$ cat src/include/adc_settings.svh
`ifndef ADC_SETTINGS_SVH
`define ADC_SETTINGS_SVH

// capture datapath widths
`define ADC_CHANNELS      8
`define ADC_SAMPLE_BITS   12
`define ADC_LANE_BITS     16
`define ADC_WORD_BITS     128
`define ADC_ADDR_BITS     15  // msb flags address overrun
`define ADC_REC_LEN_BITS  16
`define ADC_DIV_BITS      4

// serial command port
`define ADC_CMD_BITS      24
`define ADC_CODE_BITS     8
`define CODE_HW_RESET     8'hFF
`define CODE_IDLE         8'h00
`define CODE_LOAD         8'h01
`define CODE_SEND         8'h02
`define CODE_SYNC         8'h04

`endif

$ cat src/logic/adc_pkg.sv
`include "adc_settings.svh"

package adc_pkg;

	typedef logic [`ADC_SAMPLE_BITS-1:0]  sample_t;
	typedef logic [`ADC_LANE_BITS-1:0]    lane_t;   // sample or window sum
	typedef sample_t [`ADC_CHANNELS-1:0]  adc_frame_t;  // ch 7 on top
	typedef lane_t [`ADC_CHANNELS-1:0]    lane_frame_t;
	typedef logic [`ADC_WORD_BITS-1:0]    ram_word_t;
	typedef logic [`ADC_ADDR_BITS-1:0]    waddr_t;
	typedef logic [`ADC_REC_LEN_BITS-1:0] rec_len_t;
	typedef logic [`ADC_DIV_BITS-1:0]     div_t;
	typedef logic [`ADC_CMD_BITS-1:0]     serial_cmd_t;
	typedef logic [`ADC_CODE_BITS-1:0]    ctrl_code_t;

	typedef struct packed {
		div_t divisor;  // window is divisor+1 frames
		logic sum_mode;
		logic pack_mode;
	} capture_cfg_t;

	typedef struct packed {
		logic      en;
		logic      wren;
		waddr_t    addr;
		ram_word_t data;
	} ram_wr_t;

	typedef enum logic [1:0] {HW_RESET, IDLE, LOAD, SEND} serial_state_e;

endpackage

$ cat src/logic/adc_serial_port.sv
`timescale 1ns/1ps
`include "adc_settings.svh"

module adc_serial_port
	import adc_pkg::*;
(
	input  logic        adc_clkinp,
	input  logic        reset,
	input  ctrl_code_t  ctrl_code,
	input  serial_cmd_t serial_cmd,
	input  logic        adc_sclk,
	output logic        adc_reset,
	output logic        adc_sen,
	output logic        adc_sdata
);

	logic          sclk_meta, sclk_sync, sclk_last;
	logic          sclk_fall;
	ctrl_code_t    last_code;
	serial_state_e state;
	serial_cmd_t   cmd_buf;
	logic [4:0]    bit_cnt;

	// sync and unknown codes fall back to idle
	function automatic serial_state_e decode_code(input ctrl_code_t code);
		case (code)
			`CODE_HW_RESET: decode_code = HW_RESET;
			`CODE_LOAD:     decode_code = LOAD;
			`CODE_SEND:     decode_code = SEND;
			default:        decode_code = IDLE;
		endcase
	endfunction

	assign sclk_fall = sclk_last & ~sclk_sync;

	always_ff @(posedge adc_clkinp)
	begin
		if (reset)
		begin
			sclk_meta <= 1'b0;
			sclk_sync <= 1'b0;
			sclk_last <= 1'b0;
		end
		else
		begin
			sclk_meta <= adc_sclk;
			sclk_sync <= sclk_meta;
			sclk_last <= sclk_sync;
		end
	end

	always_ff @(posedge adc_clkinp)
	begin
		if (reset)
		begin
			state     <= IDLE;
			last_code <= `CODE_IDLE;
			adc_reset <= 1'b0;
			adc_sen   <= 1'b1;
			adc_sdata <= 1'b0;
			bit_cnt   <= '0;
		end
		else if (sclk_fall)
		begin
			if (ctrl_code != last_code) // new code takes effect from next fall
			begin
				last_code <= ctrl_code;
				state     <= decode_code(ctrl_code);
			end
			case (state)
				HW_RESET:
				begin
					adc_reset <= 1'b1;
					adc_sen   <= 1'b1;
					adc_sdata <= 1'b0;
					bit_cnt   <= '0;
				end
				LOAD:
				begin
					cmd_buf   <= serial_cmd;
					adc_sen   <= 1'b1;
					adc_sdata <= 1'b0;
					bit_cnt   <= '0;
				end
				SEND:
				begin
					if (bit_cnt < `ADC_CMD_BITS)
					begin
						adc_sen   <= 1'b0;
						adc_sdata <= cmd_buf[`ADC_CMD_BITS-1]; // msb first
						cmd_buf   <= {cmd_buf[`ADC_CMD_BITS-2:0], 1'b0};
						bit_cnt   <= bit_cnt + 5'd1;
					end
					else
					begin
						adc_sen   <= 1'b1;  // frame finished
						adc_sdata <= 1'b0;
					end
				end
				default:
				begin
					adc_reset <= 1'b0;
					adc_sen   <= 1'b1;
					adc_sdata <= 1'b0;
					bit_cnt   <= '0;
				end
			endcase
		end
	end

endmodule

$ cat src/logic/frame_decimator.sv
`timescale 1ns/1ps
`include "adc_settings.svh"

module frame_decimator
	import adc_pkg::*;
(
	input  logic         adc_clkinp,
	input  logic         reset,
	input  capture_cfg_t cfg,
	input  logic         recording,
	input  logic         restart,
	input  adc_frame_t   adc_frame,
	input  logic         frame_valid,
	output lane_frame_t  lane_frame,
	output logic         dec_valid
);

	div_t win_cnt;  // frames already taken in the current window
	div_t win_pos;  // window position of the frame offered now
	logic take;
	logic win_close;

	assign take      = frame_valid & recording;
	assign win_pos   = restart ? '0 : win_cnt;  // restart opens a fresh window
	assign win_close = (win_pos == cfg.divisor);

	// control
	always_ff @(posedge adc_clkinp)
	begin
		if (reset)
		begin
			win_cnt   <= '0;
			dec_valid <= 1'b0;
		end
		else
		begin
			dec_valid <= take & win_close;
			if (take)
			begin
				if (win_close)
					win_cnt <= '0;
				else
					win_cnt <= win_pos + 1'b1;
			end
			else if (restart)
				win_cnt <= '0;
		end
	end

	// lane_frame doubles as the running accumulator
	always_ff @(posedge adc_clkinp)
	begin
		if (take)
		begin
			for (int i = 0; i < `ADC_CHANNELS; i++)
			begin
				// pick mode and the first frame of a window start from zero
				lane_frame[i] <= ((cfg.sum_mode && win_pos != '0) ? lane_frame[i] : lane_t'(0))
					+ lane_t'(adc_frame[i]);
			end
		end
	end

endmodule

$ cat src/logic/sample_packer.sv
`timescale 1ns/1ps
`include "adc_settings.svh"

module sample_packer
	import adc_pkg::*;
(
	input  logic        adc_clkinp,
	input  logic        reset,
	input  logic        pack_mode,
	input  logic        restart,
	input  lane_frame_t lane_frame,
	input  logic        dec_valid,
	output ram_word_t   word,
	output logic        word_valid
);

	localparam int GROUP_BITS = `ADC_CHANNELS * `ADC_SAMPLE_BITS;

	logic [1:0]            phase;  // frame position within a 4-frame group
	logic [GROUP_BITS-1:0] group;  // 12-bit samples of this frame, ch 7 first
	logic [GROUP_BITS-1:0] carry;  // leftover stream bits, left aligned

	always_comb
	begin
		for (int i = 0; i < `ADC_CHANNELS; i++)
			group[i*`ADC_SAMPLE_BITS +: `ADC_SAMPLE_BITS] = lane_frame[i][`ADC_SAMPLE_BITS-1:0];
	end

	always_ff @(posedge adc_clkinp)
	begin
		if (reset || restart)
		begin
			phase      <= 2'd0;
			word_valid <= 1'b0;
		end
		else
		begin
			word_valid <= dec_valid & (~pack_mode | (phase != 2'd0));
			if (dec_valid && pack_mode)
				phase <= phase + 2'd1;
		end
	end

	// datapath
	always_ff @(posedge adc_clkinp)
	begin
		if (dec_valid)
		begin
			if (!pack_mode)
				word <= lane_frame;  // lanes as given
			else
			begin
				case (phase)
					2'd0:
						carry <= group;  // no word yet
					2'd1:
					begin
						word  <= {carry, group[95:64]};
						carry <= {group[63:0], 32'b0};
					end
					2'd2:
					begin
						word  <= {carry[95:32], group[95:32]};
						carry <= {group[31:0], 64'b0};
					end
					default:
						word <= {carry[95:64], group};  // group complete
				endcase
			end
		end
	end

endmodule

$ cat src/logic/record_ctrl.sv
`timescale 1ns/1ps
`include "adc_settings.svh"

module record_ctrl
	import adc_pkg::*;
(
	input  logic      adc_clkinp,
	input  logic      reset,
	input  logic      trig,
	input  rec_len_t  rec_length,
	input  ram_word_t word,
	input  logic      word_valid,
	output logic      recording,
	output logic      restart,
	output ram_wr_t   ram,
	output logic      trig_ack,
	output logic      rec_done
);

	logic   triggered;  // one record per reset
	waddr_t wr_cnt;     // words accepted, also the next address
	logic   arm;
	logic   last_write;
	logic   stop;
	logic   accept;

	assign arm = trig & ~triggered;

	// checked in the cycle that writes the word
	assign last_write = ram.wren
		& ((rec_len_t'(wr_cnt) == rec_length) | wr_cnt[`ADC_ADDR_BITS-1]);

	assign stop   = recording & ((rec_length == '0) | last_write);
	assign accept = recording & word_valid & ~stop;  // in-flight words dropped after stop

	always_ff @(posedge adc_clkinp)
	begin
		if (accept)
		begin
			ram.addr <= wr_cnt;
			ram.data <= word;
		end

		if (reset)
		begin
			triggered <= 1'b0;
			recording <= 1'b0;
			restart   <= 1'b0;
			trig_ack  <= 1'b0;
			rec_done  <= 1'b0;
			ram.en    <= 1'b0;
			ram.wren  <= 1'b0;
			wr_cnt    <= '0;
		end
		else
		begin
			restart  <= arm;
			ram.wren <= accept;
			if (accept)
				wr_cnt <= wr_cnt + 1'b1;

			if (arm)
			begin
				triggered <= 1'b1;
				recording <= 1'b1;
				trig_ack  <= 1'b1;
				ram.en    <= 1'b1;
				wr_cnt    <= '0;
			end
			else if (stop)
			begin
				recording <= 1'b0;
				trig_ack  <= 1'b0;
				ram.en    <= 1'b0;
				rec_done  <= 1'b1;  // held until reset
			end
		end
	end

endmodule

$ cat src/logic/adc_control_top.sv
`timescale 1ns/1ps

module adc_control_top
	import adc_pkg::*;
(
	input  logic         adc_clkinp,
	input  logic         reset,
	input  ctrl_code_t   ctrl_code,
	input  serial_cmd_t  serial_cmd,
	input  logic         adc_sclk,
	output logic         adc_reset,
	output logic         adc_sen,
	output logic         adc_sdata,
	input  logic         trig,
	input  rec_len_t     rec_length,
	input  capture_cfg_t cfg,
	input  adc_frame_t   adc_frame,
	input  logic         frame_valid,
	output ram_wr_t      ram,
	output logic         trig_ack,
	output logic         rec_done
);

	logic        recording;
	logic        restart;
	lane_frame_t lane_frame;
	logic        dec_valid;
	ram_word_t   word;
	logic        word_valid;

	// converter configuration
	adc_serial_port u_serial (
		.adc_clkinp (adc_clkinp),
		.reset      (reset),
		.ctrl_code  (ctrl_code),
		.serial_cmd (serial_cmd),
		.adc_sclk   (adc_sclk),
		.adc_reset  (adc_reset),
		.adc_sen    (adc_sen),
		.adc_sdata  (adc_sdata)
	);

	// capture path, frame to ram word
	frame_decimator u_decimator (
		.adc_clkinp  (adc_clkinp),
		.reset       (reset),
		.cfg         (cfg),
		.recording   (recording),
		.restart     (restart),
		.adc_frame   (adc_frame),
		.frame_valid (frame_valid),
		.lane_frame  (lane_frame),
		.dec_valid   (dec_valid)
	);

	sample_packer u_packer (
		.adc_clkinp (adc_clkinp),
		.reset      (reset),
		.pack_mode  (cfg.pack_mode),
		.restart    (restart),
		.lane_frame (lane_frame),
		.dec_valid  (dec_valid),
		.word       (word),
		.word_valid (word_valid)
	);

	record_ctrl u_record (
		.adc_clkinp (adc_clkinp),
		.reset      (reset),
		.trig       (trig),
		.rec_length (rec_length),
		.word       (word),
		.word_valid (word_valid),
		.recording  (recording),
		.restart    (restart),
		.ram        (ram),
		.trig_ack   (trig_ack),
		.rec_done   (rec_done)
	);

endmodule

$ cat config.mk
export PLATFORM = sky130hd
export DESIGN_NAME = adc_control_top
export DESIGN_NICKNAME = d
export VERILOG_FILES = /design/src/logic/adc_pkg.sv /design/src/logic/adc_serial_port.sv /design/src/logic/frame_decimator.sv /design/src/logic/sample_packer.sv /design/src/logic/record_ctrl.sv /design/src/logic/adc_control_top.sv
export VERILOG_INCLUDE_DIRS = /design/src /design/src/include
export SDC_FILE = /design/constraint.sdc
export NUM_CORES = 1
export LEC_CHECK = 0
export BUFFER_PORTS_ARGS = -buffer_cell sky130_fd_sc_hd__buf_2
export CELL_PAD_IN_SITES_DETAIL_PLACEMENT = 1
export CELL_PAD_IN_SITES_GLOBAL_PLACEMENT = 1
export CORE_ASPECT_RATIO = 1.75
export CORE_MARGIN = 1.5
export CORE_UTILIZATION = 45
export CTS_BUF_LIST = sky130_fd_sc_hd__clkbuf_16
export CTS_CLUSTER_SIZE = 8
export DETAILED_ROUTE_END_ITERATION = 8
export PLACE_DENSITY_LB_ADDON = 0.1
export RECOVER_POWER = 100
export SYNTH_ARGS = -nofsm -noshare
export SYNTH_HDL_FRONTEND = slang
export SYNTH_HIERARCHICAL = 1
export SYNTH_SLANG_ARGS = --single-unit
$ cat constraint.sdc
create_clock -name adc_clkinp -period 8.8 [get_ports adc_clkinp]
set_clock_uncertainty 0.15 [all_clocks]
set_input_delay 0.44 -clock adc_clkinp [delete_from_list [all_inputs] [get_ports adc_clkinp]]
set_output_delay 0.44 -clock adc_clkinp [all_outputs]
set_load 0.05 [all_outputs]
==> metrics.cfg <==
[place]
gp_congestion = 0.920
place_inst = 3284
placed_cell_area_mm2 = 0.0301
portBuffers = 304
preCtsSetupSlack_ns = 4.74
dp_hpwl_um = 65000

[sta]
min_period_ns = 6.12
relSlewSlack_pct = -208
rsz0062_at_grt = no
finalHoldViolations = 0
fin_ws_ns = 2.68
fmax_mhz = 163
tns_ns = 0
fin_crit_sh_pct = 69.5
worst_pin_slew_ns = 4.63
slew_violations = 600
setup_viol = 0

[cts]
cts_tree = built
cts-root-buf = clkbuf_16
path_clk_slew_ns = 0.05
cts_buffers = 80
clock_sinks = 568
clkLatencyLatePin_ns = 0.64
clockBufferDepth = 3
htree_levels = 3

[floorplanning]
die_w_um = 191
std_cell_rows = 120
dieArea_mm2 = 0.0637
coreArea_mm2 = 0.0613
initial_utilization_pct = 45.6
die_y_um = 333
io_pins = 305

[synthesis]
synth_top_family_by_area = compound AO/OA/AOI/OAI gates
syn_inst = 2283
ys.flop_type = edfxtp_1
synthMuxAreaShare_pct = 2.83
synthSimpleGateAreaFrac_pct = 11.0
synth_seq_area_share_pct = 59.3
synth_fa_ha_area_share_pct = 5.23
synth_compound_area_share_pct = 14.3
synth_warnings = 6
syn_avg_cell_area_um2 = 12.2
syn_nets = 2550
synth_xor_area_share_pct = 3.92
synth_edf_count = 519
synth_seq_cells = 568
netlist_area_mm2 = 0.0280
ys_async_sr_fraction_pct = 0
synth.distinct_cells = 78

[grt]
overflow = 0
grt_usage_pct = 28.8
grt_pass1_vias = 21900
grt_pass1_wl_um = 136000
antenna_found_initial = 3
grt_max_degree = 109

[critical_path]
cp-start-kind = input port
r2r_cells = 7
crit_top_cell = clkbuf_1
cp-startpoint = cfg[0]
cp_slowest_stage_delay_ns = 2.65
path_class = in -> reg
critPathArrivalTime_ns = 6.27
worst-endpoint-required_ns = 8.95
endpoint_kind = flip-flop
crit_fanout = 71
reg2reg_slack_ns = 2.75
worstPathCellList = clkbuf_1 -> clkbuf_1 -> nor2_1 -> a311oi_1
endpoint = u_packer/word[46]$_DFFE_PP_
rr_startpoint = u_packer/phase[0]$_SDFFE_PP0P_
crit_slowest_cell = clkbuf_1
r2r_end = u_packer/word[93]$_DFFE_PP_

[drt]
wl_per_cell_um = 26.7
vias = 20300
drt_first_pass_iters = 5
vias_per_cell = 5.90
drtAntennaViolNets = 0
drc_errors = 0
wirelength_um = 91800
drtIter0Drc = 1413

[final_layout]
syn2layout_area_growth_pct = 15.9
final_cell_mix = edfxtp_1 (519), clkbuf_1 (162), nor2_1 (157), buf_2 (151), o21ai_0 (151)
layout_commonest_cell = edfxtp_1
final_cell_area_mm2 = 0.0324
drive_above_1_share_pct = 11.1
fin_cells = 3441
fin_nets = 2877

[min_path]
hold_path_class = in -> reg

[power]
powerDensity_mw_per_mm2 = 192
leakagePower_uw = 0.0119
peakVddDrop_v = 0.000149

[outcome]
violations = capacitance limit, slew limit
status = finished with violations

[job]
max_cap_viol_count = 10

## through the flow
step	utilization [%]	hold slack (ns)	total power, uW
after CTS	53.3	0.00714	6260
final	52.9	0.0242	6210
after detailed placement	49.1	0.255	3440
after global placement	49.1	0.250	3430
after floorplan	-	0.250	3280
after global routing	52.9	0.0209	6400
## Yosys cell counts, types with 9 or more instances
cell type	count	share of area, %
o22ai_1	37	0.83
nand4_1	21	0.47
buf_2	45	0.81
nand2_1	90	1.2
a21oi_1	131	2.3
nand3_1	56	1.0
dfxtp_1	49	3.5
a311oi_1	15	0.47
o21bai_1	13	0.35
mux2_2	42	1.7
clkbuf_1	42	0.56
o21ai_1	29	0.52
edfxtp_1	519	56
xor2_1	60	1.9
a21o_1	56	1.5
ha_1	104	4.7
nor2b_1	36	0.81
mux2i_1	16	0.57
o211ai_1	13	0.35
a22oi_1	46	1.2
buf_4	13	0.35
a211oi_1	12	0.32
o21ai_0	139	2.5
xnor2_1	65	2.0
o21a_1	14	0.38
a31oi_1	9	0.20
nand3b_1	19	0.51
nand2b_1	40	0.90
mux2_1	14	0.56
a221oi_1	51	1.6
inv_1	78	1.0
buf_6	15	0.60
nor3_1	14	0.25
nor2_1	158	2.1
nor4_1	15	0.34
and2_1	111	2.5
## final cells by class
| cell class | instances | area, um2 |
|---|---|---|
| Fill cell | 6428 | 28900 |
| Sequential cell | 568 | 16600 |
| Multi-Input combinational cell | 1520 | 10500 |
| Clock buffer | 80 | 2000 |
| Timing Repair Buffer | 361 | 1830 |
| Tap cell | 793 | 992 |
| Inverter | 79 | 299 |
| Clock inverter | 37 | 244 |
| Antenna cell | 3 | 7.51 |
## state kept, by name, summed over array words and instances, names as in the netlist, 2 cells and up
name	cells
u_packer/word	128
u_record/wr_cnt	15
u_record/ram	144
u_serial/state	2
u_serial/last_code	8
u_decimator/win_cnt	4
u_decimator/lane_frame	128
u_packer/phase	2
u_serial/bit_cnt	5
u_serial/cmd_buf	24
u_packer/carry	96
## metal layers
metal | up-vias | share of wire [%] | GRT usage, %
met5 | - | 0 | 0
met4 | 0 | 5.5 | 15.9
met3 | 199 | 5.1 | 4.32
met2 | 697 | 53 | 52.4
met1 | 10200 | 37 | 31.5
li1 | 9249 | - | -
## report_power, final
group	switching (uW)	internal [uW]	total (uW)
sequential	52.9	2980	3030
clock	1180	1630	2810
combinational	226	150	376
## how the worst min path moves through the flow
| stage | start | to | slack, ns | cells after the start |
|---|---|---|---|---|
| 2_1_floorplan | u_packer/word[0]$_DFFE_PP_ | u_record/ram[0]$_DFFE_PP_ | 0.25 | 0 |
| 3_5_place_dp | u_packer/word[79]$_DFFE_PP_ | u_record/ram[79]$_DFFE_PP_ | 0.26 | 0 |
| 3_3_place_gp | u_packer/word[17]$_DFFE_PP_ | u_record/ram[17]$_DFFE_PP_ | 0.25 | 0 |
| 4_1_cts | ctrl_code[0] | u_serial/last_code[0]$_SDFFE_PP0P_ | 0.007 | 3 |
| 6_report | adc_frame[72] | u_decimator/lane_frame[96]$_DFFE_PP_ | 0.02 | 2 |
| 5_1_grt | adc_frame[72] | u_decimator/lane_frame[96]$_DFFE_PP_ | 0.02 | 2 |
## what timing repair did
action / in CTS / in global routing
setup endpoints to repair: 0 / 0
endpoints found under the hold margin: 37 / 0
hold buffers: 37 / 0
resized for setup: 0 / 0
buffers inserted: 0 / 0
## worst max-delay path, delay by kind of cell
family,cells,cell delay [ns]
buf+inv,2,4.52
compound gates,1,0.83
simple gates,1,0.39
## kinds of logic after synthesis
group	count (synthesis)
flip-flops	568
AND/OR/NAND/NOR	593
AO/OA/AOI/OAI	618
XOR/XNOR	125
adder cells (fa/ha/maj)	112
multiplexers	72
buffers and inverters	195
No activity file was read; power rests on OpenSTA's default activity.
